`config.mk`:
```
export PLATFORM = sky130hd
export DESIGN_NAME = long_issue
export DESIGN_NICKNAME = d
export VERILOG_FILES = /design/src/lx_pkg.sv /design/src/long_issue.sv
export SDC_FILE = /design/constraint.sdc
export NUM_CORES = 1
export LEC_CHECK = 0
export ABC_AREA = 1
export ABC_CLOCK_PERIOD_IN_PS = 4450
export BUFFER_PORTS_ARGS = -buffer_cell sky130_fd_sc_hd__buf_2
export CORE_AREA = 2 2 98 100
export CTS_BUF_LIST = sky130_fd_sc_hd__clkbuf_4
export DETAILED_ROUTE_END_ITERATION = 8
export DIE_AREA = 0 0 100 102
export PLACE_DENSITY = 0.79
export REMOVE_ABC_BUFFERS = 1
export SYNTH_ARGS = -nofsm -noshare
export SYNTH_HDL_FRONTEND = slang
export SYNTH_SLANG_ARGS = --single-unit
```
`constraint.sdc`:
```
create_clock -name clk -period 4.45 [get_ports clk]
set_clock_uncertainty 0.2 [all_clocks]
set_input_delay 0.89 -clock clk [delete_from_list [all_inputs] [get_ports clk]]
set_output_delay 0.89 -clock clk [all_outputs]
set_load 0.1 [all_outputs]
```
`src/lx_pkg.sv`:
```
// long-latency execution cluster: shared widths, depths, latencies and encodings
`default_nettype none

package lx_pkg;

    localparam int XLEN       = 32;  // datapath width
    localparam int REG_ADDR_W = 5;   // x0..x31
    localparam int SB_DEPTH   = 8;   // scoreboard entries
    localparam int CID_W      = 3;   // commit id, indexes the scoreboard
    localparam int MAC_LAT    = 3;   // dispatch reg plus two mac stages
    localparam int DIV_CYCLES = 32;  // one quotient bit per cycle

    // long opcodes
    typedef enum logic [1:0] {
        OP_DIV = 2'd0,  // unsigned quotient
        OP_REM = 2'd1,  // unsigned remainder
        OP_MAC = 2'd2   // rs1*rs2 + rs3
    } lx_op_e;

    // divider fsm
    typedef enum logic [1:0] {
        DIV_IDLE = 2'd0,
        DIV_BUSY = 2'd1,
        DIV_DONE = 2'd2  // commit cycle
    } div_state_e;

endpackage

`default_nettype wire
```
`src/long_issue.sv`:
```
// long issue: valid/ready input, operand read and one-cycle dispatch to div or mac
`timescale 1ns/100ps
`default_nettype none

module long_issue import lx_pkg::*; (
    input  logic                  clk,
    input  logic                  rst_n,
    input  logic                  in_valid_i,
    output logic                  in_ready_o,
    input  lx_op_e                in_op_i,
    input  logic [REG_ADDR_W-1:0] in_rd_i,
    input  logic [REG_ADDR_W-1:0] in_rs1_i,
    input  logic [REG_ADDR_W-1:0] in_rs2_i,
    input  logic [REG_ADDR_W-1:0] in_rs3_i,
    output logic                  chk_valid_o,
    output logic                  chk_fire_o,
    output logic                  chk_we_o,     // rd is not x0
    input  logic                  stall_i,
    input  logic [CID_W-1:0]      alloc_id_i,
    input  logic                  div_idle_i,
    output logic                  rs1_re_o,
    output logic                  rs2_re_o,
    output logic                  rs3_re_o,
    output logic [REG_ADDR_W-1:0] raddr1_o,
    output logic [REG_ADDR_W-1:0] raddr2_o,
    output logic [REG_ADDR_W-1:0] raddr3_o,
    input  logic [XLEN-1:0]       rs1_data_i,
    input  logic [XLEN-1:0]       rs2_data_i,
    input  logic [XLEN-1:0]       rs3_data_i,
    output logic                  div_start_o,
    output logic                  mac_start_o,
    output lx_op_e                op_o,
    output logic [XLEN-1:0]       a_o,
    output logic [XLEN-1:0]       b_o,
    output logic [XLEN-1:0]       c_o,
    output logic [REG_ADDR_W-1:0] rd_o,
    output logic                  we_o,
    output logic [CID_W-1:0]      cid_o
);

    logic is_mac;
    logic is_div;   // div or rem
    logic unit_ok;  // target unit can take it
    logic fire;

    assign is_mac = (in_op_i == OP_MAC);
    assign is_div = (in_op_i == OP_DIV) || (in_op_i == OP_REM);

    assign rs1_re_o = is_mac || is_div;
    assign rs2_re_o = is_mac || is_div;
    assign rs3_re_o = is_mac;  // addend only for mac
    assign raddr1_o = in_rs1_i;
    assign raddr2_o = in_rs2_i;
    assign raddr3_o = in_rs3_i;

    // divider is single-issue, a start still sitting in dispatch counts as busy
    assign unit_ok    = is_mac || (is_div && div_idle_i && !div_start_o);
    assign in_ready_o = !stall_i && unit_ok;
    assign fire       = in_valid_i && in_ready_o;

    assign chk_valid_o = in_valid_i;
    assign chk_fire_o  = fire;
    assign chk_we_o    = (in_rd_i != '0);

    always_ff @(posedge clk or negedge rst_n) begin
        if (!rst_n) begin
            div_start_o <= 1'b0;
            mac_start_o <= 1'b0;
        end else begin
            div_start_o <= fire && is_div;
            mac_start_o <= fire && is_mac;
        end
    end

    // dispatch payload, operands as read in the accept cycle
    always_ff @(posedge clk) begin
        if (fire) begin
            op_o  <= in_op_i;
            a_o   <= rs1_data_i;
            b_o   <= rs2_data_i;
            c_o   <= rs3_data_i;
            rd_o  <= in_rd_i;
            we_o  <= chk_we_o;
            cid_o <= alloc_id_i;
        end
    end

    a_div_start_idle: assert property (@(posedge clk) disable iff (!rst_n)
        div_start_o |-> div_idle_i);

endmodule

`default_nettype wire

```
Yosys cells after proc, flatten, opt, wreduce, memory -nomap -nowiden
Cells that the tools add are included.

Register bits after elaboration: 109. Output and inout bits: 131. Input port bits: 126. Logic and storage cells: 24.

Reductions and logical operators: 13. Equality and inequality tests: 2.

Operators by type and width (number): logical AND 1 bit (6); nonzero test 5 bit (1); logical OR 1 bit (3); equality test 2 x 1 -> 1 bit (second input constant) (1); equality test 2 bit (second input constant) (1); zero test 1 bit (2); zero test 2 bit (1).

Depth between registers and ports, before layout
Depth in word-level cells: 8. Depth in mapped cells: 5. Depth with buffers taken out: 5.

Least setup slack after synthesis
No wires, ideal clock.

Kind: input to output. Start: input port in_op_i[0]. End: output port chk_fire_o. Stages on the path: 5. Path buffers: 0. Data required time: 3.360 ns. Arrival: 3.792 ns. Path slack: -0.432 ns. Path through: inv_1 nand2_2 nand2_2 nand3_2 inv_1.

Longest elaborated chain between the ends: 7. Elaborated cells on any way between the ends: 9. Classes of those cells: eq/ne: 2; reduce/logical: 7.

RTL lines: from (decl) (line long_issue.sv:10) `input lx_op_e in_op_i,`; equality test 2 x 1 -> 1 bit or zero test 2 bit (tied branches) (line long_issue.sv:47) `assign is_div = (in_op_i == OP_DIV) || (in_op_i == OP_REM);`; logical OR 1 bit (line long_issue.sv:47); logical AND 1 bit (2 in a row) (line long_issue.sv:57) `assign unit_ok = is_mac || (is_div && div_idle_i && !div_start_o);`; logical OR 1 bit (*) (line long_issue.sv:57); logical AND 1 bit (*) (line long_issue.sv:58) `assign in_ready_o = !stall_i && unit_ok;`; logical AND 1 bit (*) (line long_issue.sv:59) `assign fire = in_valid_i && in_ready_o;`; to (decl) (line long_issue.sv:16) `output logic chk_fire_o,`.

Mark *: on every way between the ends. The rest lies on a longest branch, timed or not.

Final worst setup path
Start: input port in_op_i[1]. End: output port chk_fire_o.

Same word-level chain as after synthesis.

==> impl_metrics.py <==
metrics = {
    "critical_path": {
        "cp-endpoint": "chk_fire_o",
        "crit_buf_inv": 4,
        "slowest_stage": "buf_2",
        "cp_common_cell": "buf_2",
        "rr_endpoint": "c_o[4]",
        "max_stage_delay_ns": 0.42,
        "crit_required_ns": 3.36,
        "cp.arrival_ns": 1.87,
        "crit_cells": 7,
        "worstSetupPathType": "input port to primary output",
        "end_kind": "primary output",
        "worstPathMaxFanout": 5,
        "timing.rr.start": "div_start_o",
        "ff2ff_setup_slack_ns": 1.85,
        "crit_chain": "buf_2 > inv_1 > nand3_1 > nand2_2 > nand3_2 > inv_4 > buf_2",
        "startpoint": "in_op_i[1]",
        "startpoint_type": "input port",
        "r2r_cells": 7,
        "cpLargestDelayFamily": "buffers and inverters",
    },
    "pwr": {
        "seqPwrFrac_pct": 61.0,
        "finalPower_mw": 1.92,
        "power_per_cell_area_mw_per_mm2": 403,
        "combPwrFrac_pct": 16.8,
        "swShare_pct": 30.3,
        "clock_power_share_pct": 22.2,
        "power_leakage_nw": 2.05,
        "vdd_drop_max_mv": 0.156,
        "p_int_mw": 1.34,
        "p_switching_uw": 581,
    },
    "global_routing": {
        "grt_pass1_vias": 2164,
        "grt_use_total_pct": 14.2,
        "grt_max_degree": 55,
        "grt_pass1_wl_um": 10600,
        "antenna_found_initial": 0,
        "grt.overflow.total": 0,
    },
    "sta": {
        "min_period_ns": 2.96,
        "period_share_pct": 66.4,
        "setup_viol": 0,
        "worst_pin_slew_ns": 0.651,
        "fmax_mhz": 338,
        "finalMaxSlewViolations": 0,
        "rsz0062_at_grt": "no",
        "slew_headroom_pct": 56.6,
        "hold_ws_ns": 0.416,
        "hold_viol": 0,
    },
    "placed_design": {
        "dpl.cell_count": 466,
        "globalplace.congestion": 0.740,
        "dp_hpwl_um": 5920,
        "port_buffers": 226,
    },
    "clocking": {
        "htreeDepth": 3,
        "clock_path_buffers": 2,
        "insertion_delay_ns": 0.42,
        "cts_inserted_buffers": 9,
        "clk_pin_slew_ns": 0.17,
        "clock_sinks": 109,
        "tritoncts": "yes",
        "postCtsSetupRepairBufs": 0,
        "cts_root_buf": "clkbuf_4",
    },
    "logic_synthesis": {
        "synthCells": 144,
        "ys_seq_elements": 109,
        "syn_area_mm2": 0.00347,
        "yosysSeqAreaShare_pct": 94.0,
        "ys_types": 11,
        "syn-mean-instance-area_um2": 24.1,
        "yosysWarnings": 0,
    },
    "die": {
        "die-area_mm2": 0.0102,
        "die_h_um": 102,
        "core_mm2": 0.00911,
        "die_w_um": 100,
        "num_rows": 35,
        "start_util_pct": 38.1,
        "pin_count": 257,
    },
    "routing": {
        "route.vias.total": 2130,
        "drtAntennaViolNets": 0,
        "drt_iter0_drc": 59,
        "wirelength_um": 7730,
        "drc": 0,
        "vias_per_cell": 4.41,
        "routedWlPerCell_um": 16.0,
        "firstDrtPassIters": 6,
    },
    "run_status": {
        "status": "completed",
    },
    "finish": {
        "final_common_cell": "buf_2",
        "mostFrequentLayoutCells": "buf_2 (226), edfxtp_1 (107), clkbuf_4 (9), inv_1 (5)",
        "fin_util_pct": 52.2,
        "area_growth_pct": 37.0,
        "antenna_cells": 0,
        "drive_gt1_share_pct": 66.7,
        "nNetsFinal": 493,
        "finalNonFillerCells": 483,
    },
    "min_path": {
        "worstHoldPathType": "input port to flop",
        "worstHoldPathCells": 1,
    },
    "job": {
        "maxCapViolations": 0,
    },
}
what timing repair did:
item,4_1_cts,5_1_grt
hold endpoints to repair,2,0
endpoints found under the setup margin,0,0
hold buffers,1,0
gates resized for setup,0,0
area by class of cell:
class                   count  area, um^2
fillers                   775        4350
flip-flops and latches    109        3260
repair buffers            229        1160
well taps                 111         139
clock buffers               9        67.6
multi-input cells          11        55.1
clock inverters             7        48.8
inverters                   7        28.8
worst min-delay path by stage:
stage	startpoint	endpoint	slack, ns
after floorplan	rst_n	div_start_o	0.39
after CTS	rs1_data_i[8]	a_o[8]	0.37
final	rs1_data_i[19]	a_o[19]	0.42
after global placement	rst_n	div_start_o	0.48
after detailed placement	rst_n	mac_start_o	0.48
after global routing	rs1_data_i[8]	a_o[8]	0.36
synthesized netlist by cell type:
master    instances  area (um^2)
buf_4            17          128
dfrtp_1           2         50.1
edfxtp_1        107         3210
inv_1             6         22.5
inv_2             1         3.75
nand2_1           3         11.3
nand2_2           2         12.5
nand3_1           1         5.00
nand3_2           1         10.0
nor2_1            3         11.3
nor3_1            1         5.00
per-layer routing:
metal / GRT usage (%) / up-vias / part of all wire (%)
met3: 8.69 / 7 / 13
met2: 24.3 / 162 / 51
met5: 0 / - / 0
met4: 4.53 / 0 / 0.88
met1: 14.6 / 993 / 35
li1: - / 968 / -
power by group through the flow:
stage	logic (mW)	registers [mW]	clock network (mW)
2_1_floorplan	0.0341	1.40	0
3_3_place_gp	0.320	1.19	0
3_5_place_dp	0.324	1.19	0
4_1_cts	0.324	1.17	0.454
5_1_grt	0.334	1.17	0.489
6_report	0.322	1.17	0.426
through the flow:
stage | setup TNS (ns) | cell area, um^2 | worst slack, ns
floorplan | -3.79 | 3340 | -0.432
global placement | 0 | 4630 | 1.30
detailed placement | 0 | 4630 | 1.20
CTS | 0 | 4760 | 1.51
global route | 0 | 4760 | 1.44
finish | 0 | 4760 | 1.49
cells by family after synthesis:
logic type | Yosys count | share of synthesized area (%)
flops | 109 | 94.0
buf+inv | 24 | 4.43
simple gates | 11 | 1.59
state kept, by name, summed over array words and instances, names as in the netlist:
| register | count |
|---|---|
| c_o | 32 |
| mac_start_o | 1 |
| op_o | 2 |
| we_o | 1 |
| a_o | 32 |
| b_o | 32 |
| div_start_o | 1 |
| rd_o | 5 |
| cid_o | 3 |
Note: power is estimated with default switching activity, not from simulation.
