===== src/lx_pkg.sv =====
// long-latency execution cluster: shared widths, depths, latencies and encodings
`default_nettype none

package lx_pkg;

    localparam int XLEN       = 32;  // datapath width
    localparam int REG_ADDR_W = 5;   // x0..x31
    localparam int SB_DEPTH   = 8;   // scoreboard entries
    localparam int CID_W      = 3;   // commit id, indexes the scoreboard
    localparam int MAC_LAT    = 3;   // dispatch reg plus two mac stages
    localparam int DIV_CYCLES = 32;  // one quotient bit per cycle

    // long opcodes
    typedef enum logic [1:0] {
        OP_DIV = 2'd0,  // unsigned quotient
        OP_REM = 2'd1,  // unsigned remainder
        OP_MAC = 2'd2   // rs1*rs2 + rs3
    } lx_op_e;

    // divider fsm
    typedef enum logic [1:0] {
        DIV_IDLE = 2'd0,
        DIV_BUSY = 2'd1,
        DIV_DONE = 2'd2  // commit cycle
    } div_state_e;

endpackage

`default_nettype wire

===== src/hazard_scoreboard.sv =====
// hazard scoreboard: tracks in-flight long ops, flags RAW/WAW, hands out commit ids
`timescale 1ns/100ps
`default_nettype none

module hazard_scoreboard import lx_pkg::*; (
    input  logic                  clk,
    input  logic                  rst_n,
    input  logic                  chk_valid_i,   // instruction on offer
    input  logic                  chk_fire_i,    // instruction accepted this edge
    input  logic [REG_ADDR_W-1:0] rd_i,
    input  logic [REG_ADDR_W-1:0] rs1_i,
    input  logic [REG_ADDR_W-1:0] rs2_i,
    input  logic [REG_ADDR_W-1:0] rs3_i,
    input  logic                  rd_we_i,
    input  logic                  rs1_re_i,
    input  logic                  rs2_re_i,
    input  logic                  rs3_re_i,
    input  logic                  cmt_int_valid_i,
    input  logic [CID_W-1:0]      cmt_int_id_i,
    input  logic                  cmt_mac_valid_i,
    input  logic [CID_W-1:0]      cmt_mac_id_i,
    output logic                  stall_o,
    output logic [CID_W-1:0]      alloc_id_o,
    output logic                  lock_o
);

    logic [SB_DEPTH-1:0]   ent_vld;            // entry holds a pending write
    logic [REG_ADDR_W-1:0] ent_rd [SB_DEPTH];  // its destination
    logic [SB_DEPTH-1:0]   cmt_hit;            // entry retiring this cycle
    logic [SB_DEPTH-1:0]   raw_vec;
    logic [SB_DEPTH-1:0]   waw_vec;
    logic                  hazard;
    logic [CID_W-1:0]      free_id;

    // parallel compare against every entry, retiring entries already count as done
    always_comb begin
        for (int i = 0; i < SB_DEPTH; i++) begin
            cmt_hit[i] = (cmt_int_valid_i && cmt_int_id_i == CID_W'(i)) ||
                         (cmt_mac_valid_i && cmt_mac_id_i == CID_W'(i));
            raw_vec[i] = ent_vld[i] && !cmt_hit[i] &&
                         ((rs1_re_i && rs1_i == ent_rd[i]) ||
                          (rs2_re_i && rs2_i == ent_rd[i]) ||
                          (rs3_re_i && rs3_i == ent_rd[i]));
            waw_vec[i] = ent_vld[i] && !cmt_hit[i] && rd_we_i && rd_i == ent_rd[i];
        end
    end

    // lowest free slot wins
    always_comb begin
        free_id = '0;
        for (int i = SB_DEPTH - 1; i >= 0; i--) begin
            if (!ent_vld[i]) free_id = CID_W'(i);
        end
    end

    assign hazard     = chk_valid_i && (|raw_vec || |waw_vec);
    assign stall_o    = hazard || (&ent_vld);  // full table also holds issue
    assign alloc_id_o = free_id;
    assign lock_o     = |ent_vld;              // anything still in flight

    always_ff @(posedge clk or negedge rst_n) begin
        if (!rst_n) begin
            ent_vld <= '0;
        end else begin
            if (cmt_int_valid_i) ent_vld[cmt_int_id_i] <= 1'b0;
            if (cmt_mac_valid_i) ent_vld[cmt_mac_id_i] <= 1'b0;
            if (chk_fire_i && rd_we_i) ent_vld[free_id] <= 1'b1;  // x0 writes need no entry
        end
    end

    always_ff @(posedge clk) begin
        if (chk_fire_i && rd_we_i) ent_rd[free_id] <= rd_i;
    end

    // units only ever retire ids handed out here
    a_int_cmt_live: assert property (@(posedge clk) disable iff (!rst_n)
        cmt_int_valid_i |-> ent_vld[cmt_int_id_i]);
    a_mac_cmt_live: assert property (@(posedge clk) disable iff (!rst_n)
        cmt_mac_valid_i |-> ent_vld[cmt_mac_id_i]);
    // issue must respect the stall
    a_no_fire_stalled: assert property (@(posedge clk) disable iff (!rst_n)
        chk_fire_i |-> !stall_o);

endmodule

`default_nettype wire


===== config.mk =====
export PLATFORM = sky130hd
export DESIGN_NAME = hazard_scoreboard
export DESIGN_NICKNAME = d
export VERILOG_FILES = /design/src/lx_pkg.sv /design/src/hazard_scoreboard.sv
export SDC_FILE = /design/constraint.sdc
export NUM_CORES = 1
export LEC_CHECK = 0
export BUFFER_PORTS_ARGS = -buffer_cell sky130_fd_sc_hd__clkbuf_2
export CORE_MARGIN = 10
export CORE_UTILIZATION = 50
export CTS_CLUSTER_SIZE = 20
export DETAILED_ROUTE_END_ITERATION = 16
export GPL_ROUTABILITY_DRIVEN = 0
export PLACE_DENSITY = 0.72
export SYNTH_ARGS = -nofsm -noshare
export SYNTH_HDL_FRONTEND = slang
export SYNTH_SLANG_ARGS = --single-unit

===== constraint.sdc =====
create_clock -name clk -period 2.85 [get_ports clk]
set_clock_uncertainty 0.1 [all_clocks]
set_input_delay 0.57 -clock clk [delete_from_list [all_inputs] [get_ports clk]]
set_output_delay 0.57 -clock clk [all_outputs]
set_load 0.03 [all_outputs]

---- Word-level counts from Yosys, hierarchy flattened ----
Memories as Yosys holds them, arrays and structs flattened.
Index checks and enable logic that the tools add are counted.
word-level totals
  register bits ........................... 8
  memory bits (writable) .................. 40
  input port bits ......................... 36
  output and inout bits ................... 5
  logic and storage cells ................. 195
  memories kept ........................... 1
operators by class
  magnitude comparators ................... 6
  equal/unequal tests ..................... 46
  multiplexer cells ....................... 19
  bitwise operators ....................... 5
  reduce and logical (&&, ||, !) cells .... 117
memories
  memory  depth  width  rd ports  clocked after Yosys merged registers in  write ports  RTL line                 text
  ent_rd  8      5      8         0                                        1            hazard_scoreboard.sv:28  logic [REG_ADDR_W-1:0] ent_rd [SB_DEPTH];
operators with widths
  kind                count
  $eq 5x5->1          32
  $logic_and 1x1->1   77
  $logic_or 1x1->1    26
  $eq 3x3->1 const B  8
  $mux 3              8
  $mux 8              3
  $reduce_or 8->1     3
  $and 8x8->8         2
  $not 8->8           2
  $eq 3x2->1 const B  4
  $lt 3x4->1 const B  3
  $demux 1 s3         3
  $ge 3x1->1 const B  3
  $logic_not 1->1     8
  $or 8x8->8          1
  $reduce_and 8->1    1
  $eq 3x1->1 const B  2
  $logic_not 3->1     2
  $mux 1              5

---- Longest topological paths before layout ----
  word-level depth ........................ 14
  depth in mapped cells ................... 8
  mapped depth without buffers ............ 7

---- Least setup slack after synthesis ----
OpenSTA, ideal clock, no wires.
  kind .................................... input to output
  start point ............................. in cmt_mac_valid_i
  end point ............................... out stall_o
  arrival time ............................ 2246 ps
  data required time ...................... 2180 ps
  slack ................................... -66 ps
  stages .................................. 7
  buffers on the path ..................... 0
  cell sequence ........................... nand2_1 > o311ai_1 > nor4_1 > or4_1 > o41ai_1 > nand3_1 > a21o_1
on the way
  word-level cells in the longest chain between the ends .. 10
  elaborated cells between the ends (all ways) .. 61
  those cells by class .................... reduce/logical: 61
ends and longest elaborated chain
  element                          RTL line                                          text
  start, declared                  hazard_scoreboard.sv:20                           input logic cmt_mac_valid_i,
  $logic_and 1x1->1                hazard_scoreboard.sv:39                           (cmt_mac_valid_i && cmt_mac_id_i == CID_W'(i));
  $logic_or 1x1->1                 hazard_scoreboard.sv:38                           cmt_hit[i] = (cmt_int_valid_i && cmt_int_id_i == CID_W'(i)) ||
  $logic_not 1->1                  hazard_scoreboard.sv:40, hazard_scoreboard.sv:44
  $logic_and 1x1->1                hazard_scoreboard.sv:40, hazard_scoreboard.sv:44
  $logic_and 1x1->1 (2 in series)  hazard_scoreboard.sv:44                           waw_vec[i] = ent_vld[i] && !cmt_hit[i] && rd_we_i && rd_i == ent_rd[i];
  $reduce_or 8->1                  hazard_scoreboard.sv:56                           assign hazard = chk_valid_i && (|raw_vec || |waw_vec);
  $logic_or 1x1->1 *               hazard_scoreboard.sv:56
  $logic_and 1x1->1 *              hazard_scoreboard.sv:56
  $logic_or 1x1->1 *               hazard_scoreboard.sv:57                           assign stall_o = hazard || (&ent_vld);
  end, declared                    hazard_scoreboard.sv:22                           output logic stall_o,
Mark *: on every way between the ends. The rest lies on a longest branch, timed or not.

---- Final worst setup path ----
  start point ............................. in cmt_mac_id_i[1]
  end point ............................... out stall_o
on the way
  word-level cells in the longest chain between the ends .. 11
  elaborated cells between the ends (all ways) .. 69
  those cells by class .................... eq/ne: 7; reduce/logical: 62
ends and longest elaborated chain
  element                             RTL line                                          text
  start, declared                     hazard_scoreboard.sv:21                           input logic [CID_W-1:0] cmt_mac_id_i,
  $eq 3x1->1 (tied with other cells)  hazard_scoreboard.sv:39
  $logic_and 1x1->1                   hazard_scoreboard.sv:39
  $logic_or 1x1->1                    hazard_scoreboard.sv:38
  $logic_not 1->1                     hazard_scoreboard.sv:40, hazard_scoreboard.sv:44
  $logic_and 1x1->1                   hazard_scoreboard.sv:40, hazard_scoreboard.sv:44
  $logic_and 1x1->1 (2 in series)     hazard_scoreboard.sv:44
  $reduce_or 8->1                     hazard_scoreboard.sv:56
  $logic_or 1x1->1 *                  hazard_scoreboard.sv:56
  $logic_and 1x1->1 *                 hazard_scoreboard.sv:56
  $logic_or 1x1->1 *                  hazard_scoreboard.sv:57
Marked as above.

==> results.py <==
metrics = {
    "drt": {
        "num_vias": 3296,
        "totalWireLength_mm": 11.9,
        "drc": 0,
        "ant_nets": 0,
        "avgRoutedWirePerCell_microns": 21.1,
        "viasPerCell": 5.85,
        "drt_first_pass_iters": 5,
        "drtIter0Drc": 295,
    },
    "cts": {
        "clock-sinks": 48,
        "cts_root_buffer": "clkbuf_8",
        "h-tree-depth": 2,
        "clockBufferDepth": 2,
        "numCtsBuffers": 5,
        "path_clk_slew_ns": 0.08,
        "cts_hold_buf": 0,
        "insertion_delay_ns": 0.29,
        "cts_tree": "yes",
    },
    "sta": {
        "layout_setup_ws_ns": -0.305,
        "fmax_ghz": 0.317,
        "whs_ns": 0.0161,
        "setup_tns_ns": -0.305,
        "slew_headroom": 0.668,
        "final_max_slew_viol_count": 0,
        "final.period_utilization": 1.11,
        "hold_viol_final": 0,
        "period_minus_slack_ns": 3.15,
        "tightestPinTransition_ns": 0.497,
        "setup_violations": 1,
        "rsz0062_at_grt": "yes",
    },
    "layout": {
        "fin_area_sq_mm": 0.00462,
        "final_cells": 563,
        "fin_nets": 499,
        "layout-drive-gt1-share": 0.267,
        "diodes": 0,
        "areaGrowthSynthToFinish_pct": 23.8,
    },
    "power": {
        "power_density_mw_per_mm2": 428,
        "power.switching_mw": 0.703,
        "power_frac_seq": 0.464,
        "leakage_nw": 1.75,
        "netSwitchingFraction": 0.355,
        "internal-power_mw": 1.28,
        "power.share.clock": 0.188,
        "comb_power_share": 0.348,
        "vdd_drop_max_v": 0.000344,
    },
    "floorplan": {
        "die_w_microns": 106,
        "start_util": 0.514,
        "core_sq_mm": 0.00725,
        "row_count": 31,
        "pin_count": 41,
        "die_h_microns": 106,
        "dieArea_sq_mm": 0.0113,
    },
    "hold_path": {
        "min_path_type": "input port to asynchronous set/reset pin",
    },
    "grt": {
        "grt_max_degree": 14,
        "grt_pass1_wl_mm": 18.1,
        "antenna_found_initial": 0,
        "grt_usage": 0.203,
        "grt_overflow": 0,
        "grt_pass1_vias": 3227,
    },
    "yosys": {
        "async_flop_share": 0.167,
        "avgSynthCellArea_sq_um": 10.0,
        "synthCells": 373,
        "ys_seq_area_frac": 0.376,
        "ys_ff_latch": 48,
        "synth_warnings": 0,
        "synthesis.area_sq_mm": 0.00373,
        "synth_edf_count": 40,
        "synth_flop_cell": "edfxtp_1",
        "synth_nets": 409,
        "ys_types": 34,
    },
    "worst_setup_path": {
        "timing.rr.start": "ent_vld[7]",
        "path_class": "input port to output port",
        "critical_path_arrival_ns": 2.48,
        "worstSetupStartpointType": "input port",
        "r2r_cells": 5,
        "required_ns": 2.18,
        "cp_cell_sequence": "clkbuf_2, inv_2, o311ai_4, nor4_1, or4_1, o41ai_2, nand3_1, a21o_4, clkbuf_8",
        "slowest_delay_ns": 0.56,
        "critPathMaxFanout": 4,
        "crit_path_start": "cmt_mac_id_i[1]",
        "cp_slowest_cell": "or4_1",
        "end_kind": "output port",
    },
    "placed_design": {
        "io_buffer_count": 40,
        "dp_hpwl_mm": 9.33,
        "dpl_cell_area_sq_mm": 0.00447,
        "dp.cells": 554,
    },
    "run_status": {
        "outcome": "finished, violations left",
        "violations": "negative setup slack",
    },
    "flow_run": {
        "max_cap_violations": 0,
    },
}
==> cell type report <==
type,instances,area [sq um]
Multi-Input combinational cell,296,2270
Tap cell,99,124
Sequential cell,48,1400
Inverter,5,18.8
Clock inverter,1,3.75
Clock buffer,7,76.3
Timing Repair Buffer,107,721
Fill cell,598,2640
==> registers in the layout (all words and copies together) (netlist names) <==
register	cells
ent_rd	40
ent_vld	8
==> cells in the mapped netlist, types with 2 or more instances <==
cell	n	area (sq um)
a31oi_1	9	56.3
buf_1	3	11.3
buf_2	3	15.0
buf_4	2	15.0
clkbuf_1	16	60.1
dfrtp_1	8	200
edfxtp_1	40	1200
inv_1	3	11.3
inv_2	2	7.51
nand2_1	7	26.3
nand3_1	36	180
nand4_1	3	18.8
nand4b_1	4	35.0
nand4bb_1	2	22.5
nor2_1	10	37.5
nor3_1	3	15.0
nor4_1	34	213
o21ai_0	9	45.0
o311ai_0	4	35.0
o311ai_1	2	17.5
or3_1	2	12.5
xnor2_1	46	403
xor2_1	114	998
==> metal layers <==
layer | share of wire | up-vias | GRT usage
li1 | - | 1512 | -
met1 | 0.44 | 1596 | 0.275
met3 | 0.083 | 29 | 0.0399
met4 | 0.025 | 0 | 0.0590
met2 | 0.45 | 159 | 0.322
met5 | 0 | - | 0
==> power by group through the flow <==
stage	Sequential, mW	Combinational [mW]	Clock [mW]
global route	0.923	0.727	0.413
CTS	0.911	0.673	0.381
finish	0.917	0.689	0.372
floorplan	0.901	0.376	0
detailed placement	0.926	0.660	0
global placement	0.921	0.645	0
==> path summary, 6_finish.rpt <==
path | endpoint | slack [ns]
min | ent_vld[6] | 0.02
min in group clk | ent_vld[2] | 0.51
max in group asynchronous | ent_vld[0] | 2.45
max reg2reg | ent_rd[0][4] | 0.70
min reg2reg | ent_vld[2] | 0.59
max | stall_o | -0.30
==> cell families (layout without fill, tap and decap cells) <==
kind of cell	after synthesis	after routing	share of synthesized area
and+or+nand+nor	106	106	0.160
xor gates and xnor gates	160	160	0.376
buffers and inverters	29	120	0.0322
AOI/OAI and AO/OA	30	30	0.0560
DFF	48	48	0.376
==> stage by stage <==
stage	total power, mW	setup slack [ns]	utilization
final	1.98	-0.305	0.637
after global routing	2.06	-0.349	0.637
after floorplan	1.28	0.0607	-
after global placement	1.57	-0.258	0.616
after detailed placement	1.59	-0.303	0.616
after CTS	1.97	-0.258	0.633
==> worst max-delay path, delay by kind of cell <==
family,cells,cell delay (ns)
compound gates,3,0.73
buf+inv,3,0.37
simple gates,3,0.80
==> timing repair <==
action	in CTS	in global routing
endpoints found under the setup margin	1	1
resized for setup	9	4
buffers inserted	0	1
pin swaps	3	1
==> cell usage in the layout, fill, tap and decap left out <==
cell and count:
inv_2 2, or3b_2 1, xnor2_1 46, nand3_1 35
a21boi_0 1, or4_1 1, nor4_1 34, nand3b_1 1
xor2_1 114, nand4b_1 4, o311ai_2 2, clkbuf_2 38
nand4_1 3, inv_1 3, clkbuf_1 2, edfxtp_1 40
clkbuf_8 7, dfrtp_1 8, nor2_1 10, o311ai_4 2
nand2_1 6, o22ai_1 1, a31o_2 1, nor3_1 3
nand4bb_1 2, nor3b_1 1, nand2_2 1, clkinv_1 1
o311ai_1 3, o41ai_2 1, o21ai_0 9, nand3_2 1
nand2b_1 1, a31oi_1 9, or3_1 2, buf_4 67
a21o_4 1
No activity file was read; power rests on OpenSTA's default activity.
