==> src/lx_pkg.sv <==
// long-latency execution cluster: shared widths, depths, latencies and encodings
`default_nettype none

package lx_pkg;

    localparam int XLEN       = 32;  // datapath width
    localparam int REG_ADDR_W = 5;   // x0..x31
    localparam int SB_DEPTH   = 8;   // scoreboard entries
    localparam int CID_W      = 3;   // commit id, indexes the scoreboard
    localparam int MAC_LAT    = 3;   // dispatch reg plus two mac stages
    localparam int DIV_CYCLES = 32;  // one quotient bit per cycle

    // long opcodes
    typedef enum logic [1:0] {
        OP_DIV = 2'd0,  // unsigned quotient
        OP_REM = 2'd1,  // unsigned remainder
        OP_MAC = 2'd2   // rs1*rs2 + rs3
    } lx_op_e;

    // divider fsm
    typedef enum logic [1:0] {
        DIV_IDLE = 2'd0,
        DIV_BUSY = 2'd1,
        DIV_DONE = 2'd2  // commit cycle
    } div_state_e;

endpackage

`default_nettype wire
==> src/int_divider.sv <==
// integer divider: restoring unsigned div/rem, one bit per cycle, single commit pulse
`timescale 1ns/100ps
`default_nettype none

module int_divider import lx_pkg::*; (
    input  logic                  clk,
    input  logic                  rst_n,
    input  logic                  start_i,
    input  lx_op_e                op_i,
    input  logic [XLEN-1:0]       a_i,      // dividend
    input  logic [XLEN-1:0]       b_i,      // divisor
    input  logic [REG_ADDR_W-1:0] rd_i,
    input  logic                  we_i,
    input  logic [CID_W-1:0]      cid_i,
    output logic                  idle_o,
    output logic                  cmt_valid_o,
    output logic [CID_W-1:0]      cmt_id_o,
    output logic                  wb_we_o,
    output logic [REG_ADDR_W-1:0] wb_rd_o,
    output logic [XLEN-1:0]       wb_data_o
);

    typedef logic [$clog2(DIV_CYCLES)-1:0] cnt_t;

    div_state_e            state_q;
    cnt_t                  cnt_q;   // iterations done
    logic [XLEN-1:0]       rem_q;   // partial remainder
    logic [XLEN-1:0]       quo_q;   // dividend shifts out, quotient shifts in
    logic [XLEN-1:0]       dvs_q;
    lx_op_e                op_q;
    logic [REG_ADDR_W-1:0] rd_q;
    logic                  we_q;
    logic [CID_W-1:0]      cid_q;

    // one restoring step, returns {rem, quo}
    function automatic logic [2*XLEN-1:0] div_step(input logic [XLEN-1:0] rem,
                                                   input logic [XLEN-1:0] quo,
                                                   input logic [XLEN-1:0] dvs);
        logic [XLEN:0] trial;
        trial = {rem, quo[XLEN-1]} - {1'b0, dvs};
        if (trial[XLEN]) begin
            return {rem[XLEN-2:0], quo, 1'b0};          // borrow, keep shifted rem
        end
        return {trial[XLEN-1:0], quo[XLEN-2:0], 1'b1};
    endfunction

    always_ff @(posedge clk or negedge rst_n) begin
        if (!rst_n) begin
            state_q <= DIV_IDLE;
            cnt_q   <= '0;
        end else begin
            case (state_q)
                DIV_BUSY: begin
                    cnt_q <= cnt_q + cnt_t'(1);
                    if (cnt_q == cnt_t'(DIV_CYCLES - 1)) state_q <= DIV_DONE;
                end
                default: begin  // idle, or done and retiring
                    state_q <= start_i ? DIV_BUSY : DIV_IDLE;
                    cnt_q   <= cnt_t'(1);  // first step taken at start
                end
            endcase
        end
    end

    always_ff @(posedge clk) begin
        if (state_q != DIV_BUSY && start_i) begin
            {rem_q, quo_q} <= div_step('0, a_i, b_i);
            dvs_q <= b_i;
            op_q  <= op_i;
            rd_q  <= rd_i;
            we_q  <= we_i;
            cid_q <= cid_i;
        end else if (state_q == DIV_BUSY) begin
            {rem_q, quo_q} <= div_step(rem_q, quo_q, dvs_q);
        end
    end

    // divide by zero falls out of the steps: quo all ones, rem = dividend
    assign idle_o      = (state_q != DIV_BUSY);  // free again during commit
    assign cmt_valid_o = (state_q == DIV_DONE) && we_q;
    assign cmt_id_o    = cid_q;
    assign wb_we_o     = cmt_valid_o;
    assign wb_rd_o     = rd_q;
    assign wb_data_o   = (op_q == OP_REM) ? rem_q : quo_q;

endmodule

`default_nettype wire

==> config.mk <==
export PLATFORM = sky130hd
export DESIGN_NAME = int_divider
export DESIGN_NICKNAME = d
export VERILOG_FILES = /design/src/lx_pkg.sv /design/src/int_divider.sv
export SDC_FILE = /design/constraint.sdc
export NUM_CORES = 1
export LEC_CHECK = 0
export ABC_AREA = 1
export ABC_CLOCK_PERIOD_IN_PS = 6000
export BUFFER_PORTS_ARGS = -buffer_cell sky130_fd_sc_hd__buf_2
export CAP_MARGIN = 20
export CORE_MARGIN = 4
export CORE_UTILIZATION = 45
export CTS_BUF_LIST = sky130_fd_sc_hd__clkbuf_8 sky130_fd_sc_hd__clkbuf_16
export DETAILED_ROUTE_END_ITERATION = 8
export PLACE_DENSITY = 0.72
export SYNTH_ARGS = -nofsm -noshare
export SYNTH_HDL_FRONTEND = slang
export SYNTH_SLANG_ARGS = --single-unit
==> constraint.sdc <==
create_clock -name clk -period 6 [get_ports clk]
set_input_delay 0.9 -clock clk [delete_from_list [all_inputs] [get_ports clk]]
set_output_delay 0.9 -clock clk [all_outputs]
set_load 0.01 [all_outputs]
## After elaboration in Yosys (flattened, before gate mapping)

Index checks and enable logic that the tools add are counted.

- $add $sub $neg: 3
- Eq/ne operators: 6
- Mux-type cells: 18
- Reductions and logical operators: 3

Operator list:

| operator | number |
|---|---|
| $mux 64 | 4 |
| $mux 32 | 5 |
| $sub 1x32->33 | 1 |
| $sub 33x32->33 | 1 |
| $mux 1 | 6 |
| $add 5x1->5 const B | 1 |
| $eq 5x5->1 const B | 1 |
| $mux 5 | 1 |
| $eq 2x1->1 const B | 2 |
| $mux 2 | 2 |
| $eq 2x2->1 const B | 1 |
| $logic_and 1x1->1 | 2 |
| $ne 2x1->1 const B | 1 |
| $ne 2x2->1 const B | 1 |
| $reduce_bool 2->1 | 1 |

- Flip-flop bits (word level): 114
- Input bits: 78
- Output and inout bits: 43
- Logic and storage cells: 39

## Logic depth before layout (Yosys ltp)

Gate-level depths: netlist of the first run.

- Depth after elaboration: 7
- Depth in mapped cells: 19
- Depth with buffers taken out: 17

## Worst setup path after synthesis of the first run

OpenSTA, ideal clock, no wires.

- Path kind: input to register
- From: input port start_i
- To: register cid_q[0], in the netlist cmt_id_o[0], enable pin
- Library setup time: 0.424 ns
- Arrival: 2.649 ns
- Required time: 5.576 ns
- Path slack: 2.927 ns
- Cell stages on the path: 3
- Path buffers: 1
- Cells stage by stage: inv_1 -> nor2_1 -> clkbuf_1

- Word-level cells in the longest chain between the ends: 1

RTL lines:

| what | RTL line | RTL |
|---|---|---|
| from (decl) | int_divider.sv:8 | `input logic start_i,` |
| $logic_and 1x1->1 | int_divider.sv:66 | `if (state_q != DIV_BUSY && start_i) begin` |
| to (signal assigned) | int_divider.sv:72 | `cid_q <= cid_i;` |
| to (decl) | int_divider.sv:33 | `logic [CID_W-1:0] cid_q;` |

No other way between the ends.
A chain may end at the register's enable or synchronous reset.

## Worst setup path after layout of the first run

- From: register quo_q[31]
- To: register rem_q[25] (data pin)

- Word-level cells in the longest chain between the ends: 7

RTL lines:

| what | RTL line | RTL |
|---|---|---|
| from (decl) | int_divider.sv:28 | `logic [XLEN-1:0] quo_q;` |
| from (signal assigned) | int_divider.sv:67 | `{rem_q, quo_q} <= div_step('0, a_i, b_i);` |
| from (signal assigned) | int_divider.sv:74 | `{rem_q, quo_q} <= div_step(rem_q, quo_q, dvs_q);` |
| $sub 33x32->33 * | int_divider.sv:40 | `trial = {rem, quo[XLEN-1]} - {1'b0, dvs};` |
| $mux 1 | int_divider.sv:41 | `if (trial[XLEN]) begin` |
| $mux 1 | int_divider.sv:73 | `end else if (state_q == DIV_BUSY) begin` |
| $mux 1 | int_divider.sv:66 |  |
| $mux 64 * | int_divider.sv:44 | `return {trial[XLEN-1:0], quo[XLEN-2:0], 1'b1};` |
| $mux 32 * | int_divider.sv:73 |  |
| $mux 32 * | int_divider.sv:66 |  |
| to (signal assigned) | int_divider.sv:67 |  |
| to (signal assigned) | int_divider.sv:74 |  |
| to (decl) | int_divider.sv:27 | `logic [XLEN-1:0] rem_q;` |

Mark *: on every way between the ends. The rest lies on a longest branch, timed or not. The select of a mux whose other input is x is not followed.

==> impl_metrics.tcl, run 1 <==
set metrics [dict create \
    status "complete, no violations" \
    arrival_ns 2.92 \
    fp.dieH_um 140 \
    max_stage_delay_ns 0.36 \
    cp-end-kind "register" \
    synthTopCellsByArea "edfxtp_1 (41%), nand2_1 (19%), inv_1 (8.6%), ha_1 (5.8%), nand3_1 (3.6%)" \
    path_common_cell "nand2_1" \
    worstSetupPathType "register to register" \
    drcViolationCount 0 \
    p_total_w 0.00533 \
    hold_ws_ns 0.309 \
    synthDominantCellAreaShare_pct 41.0 \
    drt_iter0_drc 525 \
    antenna_found_initial 0 \
    yosys_warnings 0 \
    slew_viol_final 0 \
    syn_area_um2 7830 \
    via_count 6796 \
    worstPathRequired_ns 6.15 \
    worst_hold_path_type "input pin to asynchronous set/reset pin" \
    m1WireLength_mm 9.19 \
    path_depth 17 \
    report.final.setup_viol 0 \
    ios 121 \
    dpl.hpwl_mm 15.2 \
    cts_hold_buf 0 \
    drv_cap 0 \
    syn_inst 1043 \
    cts.root.buffer_cell "clkbuf_16" \
    grt.total_usage_pct 20.5 \
    finalHoldViolCount 0 \
    clock_sinks 114 \
    initial_core_util_pct 46.6 \
    seq_area_frac_synth_pct 43.3 \
    yosysTopAreaCell "edfxtp_1" \
    syn-num-nets 1158 \
    ir_drop_mv 0.299 \
    clock.fmax_mhz 361 \
    numPortBuffers 120 \
    viasPerCell 4.86 \
    slowest_stage "fa_1" \
    ys_ff_latch 114 \
    worstMarginPinSlew_ns 0.852 \
    cp_max_fo 9 \
    grt_pass1_wl_mm 32.0 \
    wl_met2_mm 8.68 \
    p_sw_w 0.00242 \
    postRouteAntennaNets 0 \
    cts_tree "yes" \
    drtPass1Iterations 5 \
    wl_met3_mm 1.51 \
    cts_resized 0 \
    min_period_ns 2.77 \
    intPower_w 0.00292 \
    htreeDepth 4 \
    dieWidth_um 140 \
    areaGrowthSynthToFinish_pct 17.3 \
    drive_above_1_share_pct 18.4 \
    place_area_um2 8630 \
    nets 1280 \
    postCtsSetupBuffers 0 \
    design_area_um2 9190 \
    worst_clock_skew_ns 0.00592 \
    slew_headroom_pct 43.2 \
    r2r_cells 17 \
    rsz0062_at_grt "false" \
    grt_overflow 0 \
    cp_num_buf_inv 2 \
    cts_inserted_buffers 17 \
    rows 47 \
    switching_share_pct 45.3 \
    grt_pass1_vias 6522 \
    cp_cell_sequence "inv_1, ha_1, fa_1, inv_1, nand2_1, nand2_1, nand3_1, nand2_2, nand2_1, nand2_2, nand2_4, nand2_4, nand2_2, nand3_1, nand2_1, nand2_1, nand2_1" \
    avgSynthCellArea_um2 7.51 \
    wl_per_cell_um 14.1 \
    combPwrFrac_pct 53.1 \
    synth_cell_type_count 40 \
    p_per_area_nw_per_um2 581 \
    die_area_um2 19600 \
    grt_max_degree 77 \
    total_leakage_power_nw 4.88 \
    insertion_delay_ns 0.42 \
    coreArea_um2 16800 \
    p_clk_share_pct 17.6 \
    wl_mm 19.8 \
    top_layer "met4" \
    seqPwrFrac_pct 29.3 \
    gp_congestion 0.954 \
    finalSetupTns_ns 0 \
    antennaDiodeCount 0 \
    worstSetupStartpointType "register" \
    critPathTopFamily "simple AND/OR/NAND/NOR gates" \
    path_clk_slew_ns 0.05 \
    cts_max_path_buffers 2 \
    period_share_pct 46.1 \
]
cells in the mapped netlist, drive strengths merged:
cell    number
nand2      422
ha          36
and3         2
fa           1
clkbuf      12
a21oi       24
edfxtp     107
xor2         7
xnor2        4
o21ai       28
mux2        19
inv        186
buf          9
dfrtp        7
nor3b        2
a21o         1
o21bai       2
or2          3
nand3b       6
nor4         6
nor2        87
nor3         6
nand4        6
nand3       60
sequential cells by signal (all words and copies together), names as in the netlist:
| register | flops |
|---|---|
| cmt_id_o | 3 |
| cnt_q | 5 |
| dvs_q | 32 |
| op_q | 2 |
| quo_q | 32 |
| rem_q | 32 |
| state_q | 2 |
| wb_rd_o | 5 |
| we_q | 1 |
metal layers:
layer | up-vias | track usage, %
li1 | 3524 | -
met1 | 3020 | 29.2
met2 | 224 | 31.4
met3 | 28 | 4.67
met4 | 0 | 6.22
met5 | - | 0
path summary, 6_finish.rpt:
kind	from	end	slack (ns)
worst max-delay path	quo_q[31]	rem_q[25]	3.23
worst min-delay path	rst_n	state_q[0]	0.31
worst max register to register	quo_q[31]	rem_q[25]	3.23
worst min register to register	cnt_q[0]	cnt_q[0]	0.47
max in group asynchronous	rst_n	cnt_q[2]	5.53
min in group clk	cnt_q[0]	cnt_q[0]	0.47
cell usage in the layout, fill, tap and decap left out, types with 7 or more instances in the layout:
master	instances
a21oi_1	22
buf_2	120
clkbuf_16	17
dfrtp_1	7
edfxtp_1	107
ha_1	36
inv_1	181
inv_2	8
mux2_2	19
nand2_1	405
nand2_2	12
nand3_1	57
nor2_1	75
nor2_2	9
o21ai_0	28
xor2_1	7
layout make-up:
cell class              count  area, µm²
clock inverters            12       92.6
repair buffers            124        631
multi-input cells         722       3640
flip-flops and latches    114       3390
fillers                  1614       7630
clock buffers              20        467
inverters                 186        698
well taps                 220        275
cell families after synthesis:
family                     share of synthesized area, %
muxes                                              2.73
adders and majority gates                          6.01
xor gates and xnor gates                           1.23
buffers and inverters                              10.4
DFF                                                43.3
and+or+nand+nor                                    32.5
AOI/OAI and AO/OA                                  3.80
per-stage QoR:
step	util, %	setup WS, ns	std cells
3_3_place_gp	51.3	3.14	1366
5_1_grt	54.6	3.01	1398
2_1_floorplan	-	2.93	1043
6_report	54.6	3.23	1398
4_1_cts	54.6	3.21	1398
3_5_place_dp	51.3	3.11	1366
power by group through the flow:
stage | registers (W) | logic, W | clock network, W
6_report | 0.00157 | 0.00283 | 0.000938
5_1_grt | 0.00159 | 0.00323 | 0.000989
4_1_cts | 0.00156 | 0.00283 | 0.000947
3_5_place_dp | 0.00157 | 0.00279 | 0
3_3_place_gp | 0.00156 | 0.00275 | 0
2_1_floorplan | 0.00147 | 0.00215 | 0
No activity file was read; power rests on OpenSTA's default activity.
==> run 2: changes to the inputs <==
--- a/config.mk
+++ b/config.mk
@@ -5,15 +5,15 @@
 export SDC_FILE = /design/constraint.sdc
 export NUM_CORES = 1
 export LEC_CHECK = 0
-export ABC_AREA = 1
-export ABC_CLOCK_PERIOD_IN_PS = 6000
+export ABC_AREA = 0
+export ABC_CLOCK_PERIOD_IN_PS = 2250
 export BUFFER_PORTS_ARGS = -buffer_cell sky130_fd_sc_hd__buf_2
 export CAP_MARGIN = 20
 export CORE_MARGIN = 4
 export CORE_UTILIZATION = 45
 export CTS_BUF_LIST = sky130_fd_sc_hd__clkbuf_8 sky130_fd_sc_hd__clkbuf_16
 export DETAILED_ROUTE_END_ITERATION = 8
-export PLACE_DENSITY = 0.72
+export PLACE_DENSITY = 0.75
 export SYNTH_ARGS = -nofsm -noshare
 export SYNTH_HDL_FRONTEND = slang
 export SYNTH_SLANG_ARGS = --single-unit
==> constraint.sdc (replaced) <==
create_clock -name clk -period 2.25 [get_ports clk]
set_input_delay 0.3375 -clock clk [delete_from_list [all_inputs] [get_ports clk]]
set_output_delay 0.3375 -clock clk [all_outputs]
set_load 0.01 [all_outputs]
==> impl_metrics.tcl, run 2 <==
set metrics [dict create \
    final-seq-area_um2 3390 \
    place_area_um2 8600 \
    p_total_w 0.0164 \
    hold_path_end "op_q[1]" \
    numPortBuffers 120 \
    clock_sinks 114 \
    hold_start "op_i[1]" \
    arrival_ns 3.48 \
    total_leakage_power_nw 4.39 \
    viasPerCell 5.33 \
    worst_clock_skew_ns 0.00981 \
    mostFrequentLayoutCell "buf_4" \
    drtPass1Iterations 5 \
    seq_area_frac_synth_pct 50.2 \
    via_count 5862 \
    cts_inserted_buffers 17 \
    slowest_stage "edfxtp_1" \
    violations "negative setup slack" \
    synth_common_cells "nand2_1 (120), edfxtp_1 (107), inv_1 (46)" \
    antenna_found_initial 0 \
    syn_inst 642 \
    ios 121 \
    multi_input_area_um2 3290 \
    slew_viol_final 0 \
    cts.root.buffer_cell "clkbuf_16" \
    coreArea_um2 14600 \
    r2r_end "rem_q[1]" \
    min_path_cells 1 \
    clock.fmax_mhz 312 \
    synth_cell_type_count 57 \
    drive_above_1_share_pct 40.0 \
    rsz0062_at_grt "true" \
    fillers 1097 \
    yosysMostFrequentCell "nand2_1" \
    dieWidth_um 130 \
    path_clk_slew_ns 0.05 \
    worstSetupStartpointType "register" \
    reg2reg_setup_slack_ns -0.96 \
    synthDominantCellAreaShare_pct 47.6 \
    cp-end-kind "register" \
    final_util_pct 65.6 \
    syn-num-nets 757 \
    postRouteAntennaNets 0 \
    yosysTopAreaCell "edfxtp_1" \
    syn_area_um2 6740 \
    grt_max_degree 34 \
    htreeDepth 4 \
    status "finished, violations left" \
    cp_cell_sequence "inv_1, ha_2, fa_2, nor2b_2, o31a_1, o211ai_1, a311oi_2, a211oi_2, a21oi_4, xnor2_4, buf_6, buf_6, mux2_2, o22ai_2" \
    initial_core_util_pct 46.2 \
    worstMarginPinSlew_ns 0.424 \
    avgSynthCellArea_um2 10.5 \
    insertion_delay_ns 0.42 \
    worstSetupPathType "register to register" \
    synth_edf_count 107 \
    design_area_um2 9560 \
    die_area_um2 17000 \
    nets 1018 \
    yosys_warnings 0 \
    r2r_cells 14 \
    synth_flop_cell "edfxtp_1" \
    setup_slack_ns -0.960 \
    report.final.setup_viol 33 \
    slew_headroom_pct 71.7 \
    cts_max_path_buffers 2 \
    synthTopCellsByArea "edfxtp_1 (48%), ha_1 (6.7%), nand2_1 (6.7%), mux2_2 (5.3%), dfrtp_1 (2.6%)" \
    ys_ff_latch 114 \
    worstPathRequired_ns 2.52 \
    wl_per_cell_um 16.9 \
    ir_drop_mv 0.855 \
    async_flop_share_pct 6.14 \
    grt_pass1_vias 5738 \
    p_per_area_nw_per_um2 1720 \
    grt.total_usage_pct 22.3 \
    path_common_cell "buf_6" \
    hold_ws_ns 0.0886 \
    antennaDiodeCount 0 \
    grt_overflow 0 \
    drcViolationCount 0 \
    drt_iter0_drc 424 \
    min_period_ns 3.21 \
    gp_congestion 0.959 \
    max_stage_delay_ns 0.42 \
    areaGrowthSynthToFinish_pct 41.8 \
    cp_max_fo 5 \
    drv_cap 0 \
    period_share_pct 143 \
    cts_tree "yes" \
    wl_mm 18.6 \
    finalSetupTns_ns -28.50 \
    r2r_start "quo_q[31]" \
    grt_pass1_wl_mm 28.8 \
    worst_hold_path_type "input pin to register" \
    rows 44 \
    dpl.hpwl_mm 13.0 \
    fp.dieH_um 130 \
    finalHoldViolCount 0 \
    final_cell_mix "buf_4 (131), buf_2 (120), nand2_1 (119), edfxtp_1 (107), inv_1 (47)" \
]
-- run 2: cell count changes after synthesis, sizes merged, moves of 5 or more --
cell | before | now
a31oi | 0 | 11
nor3 | 6 | 12
mux2 | 19 | 32
a21o | 1 | 11
mux2i | 0 | 16
nand2 | 422 | 120
xnor2 | 4 | 16
nor2 | 87 | 33
a311o | 0 | 6
o31ai | 0 | 5
nand3 | 60 | 6
clkbuf | 12 | 17
inv | 186 | 46
o21a | 0 | 6
-- run 2: power breakdown --
part | leakage (nW) | switching, W | total (W) | internal (W)
combinational | 2.94 | 0.00461 | 0.00980 | 0.00520
sequential | 1.16 | 0.000443 | 0.00398 | 0.00354
clock | 0.284 | 0.000929 | 0.00263 | 0.00170
total | 4.39 | 0.00598 | 0.0164 | 0.0104
-- run 2: logic make-up after synthesis --
group | share of synthesized area [%]
buffers and inverters | 4.60
adders and majority gates | 6.98
AOI/OAI and AO/OA | 12.9
xor gates and xnor gates | 3.65
and+or+nand+nor | 13.9
DFF | 50.2
muxes | 7.72
-- run 2: stage by stage --
step / std cells / setup WS, ns
2_1_floorplan: 642 / -0.655
3_3_place_gp: 1054 / -0.857
3_5_place_dp: 1054 / -0.956
4_1_cts: 1097 / -0.893
5_1_grt: 1100 / -1.09
6_report: 1100 / -0.960
-- run 2: repair_timing --
action | in CTS | in global routing
setup endpoints to repair | 33 | 33
hold buffers | 1 | 0
resized for setup | 16 | 30
pin swaps | 17 | 20
cloned | 3 | 0
setup buffers | 8 | 5
hold endpoints to repair | 7 | 0
-- run 2: worst max-delay path, delay by kind of cell, from the launching register on --
family | cells | cell delay, ns
AOI/OAI and AO/OA | 6 | 1.23
adders and majority gates | 2 | 0.42
DFF | 1 | 0.42
buffers and inverters | 3 | 0.37
muxes | 1 | 0.35
xor gates and xnor gates | 1 | 0.22
and+or+nand+nor | 1 | 0.05
-- run 2: worst max path at each step --
| stage | to | startpoint | cells after the start | slack [ns] |
|---|---|---|---|---|
| finish | rem_q[1] | quo_q[31] | 14 | -0.96 |
| global route | rem_q[18] | quo_q[31] | 15 | -1.09 |
| detailed placement | rem_q[1] | quo_q[31] | 13 | -0.96 |
| global placement | rem_q[21] | rem_q[6] | 10 | -0.86 |
| floorplan | rem_q[13] | quo_q[31] | 13 | -0.65 |
| CTS | rem_q[13] | quo_q[31] | 14 | -0.89 |
-- run 2: per-layer routing --
| layer | GRT usage, % | wire, µm | up-vias |
|---|---|---|---|
| met3 | 6.10 | 1340 | 23 |
| met5 | 0 | 0 | - |
| met2 | 35.9 | 8830 | 194 |
| met4 | 7.86 | 347 | 0 |
| met1 | 29.0 | 8060 | 2779 |
| li1 | - | - | 2866 |
-- run 2: layout make-up --
type	instances	share of cell area (%)
flip-flops and latches	114	35.4
multi-input cells	454	34.4
inverters	47	1.90
clock buffers	17	4.45
clock inverters	15	1.57
repair buffers	269	19.8
well taps	184	2.41
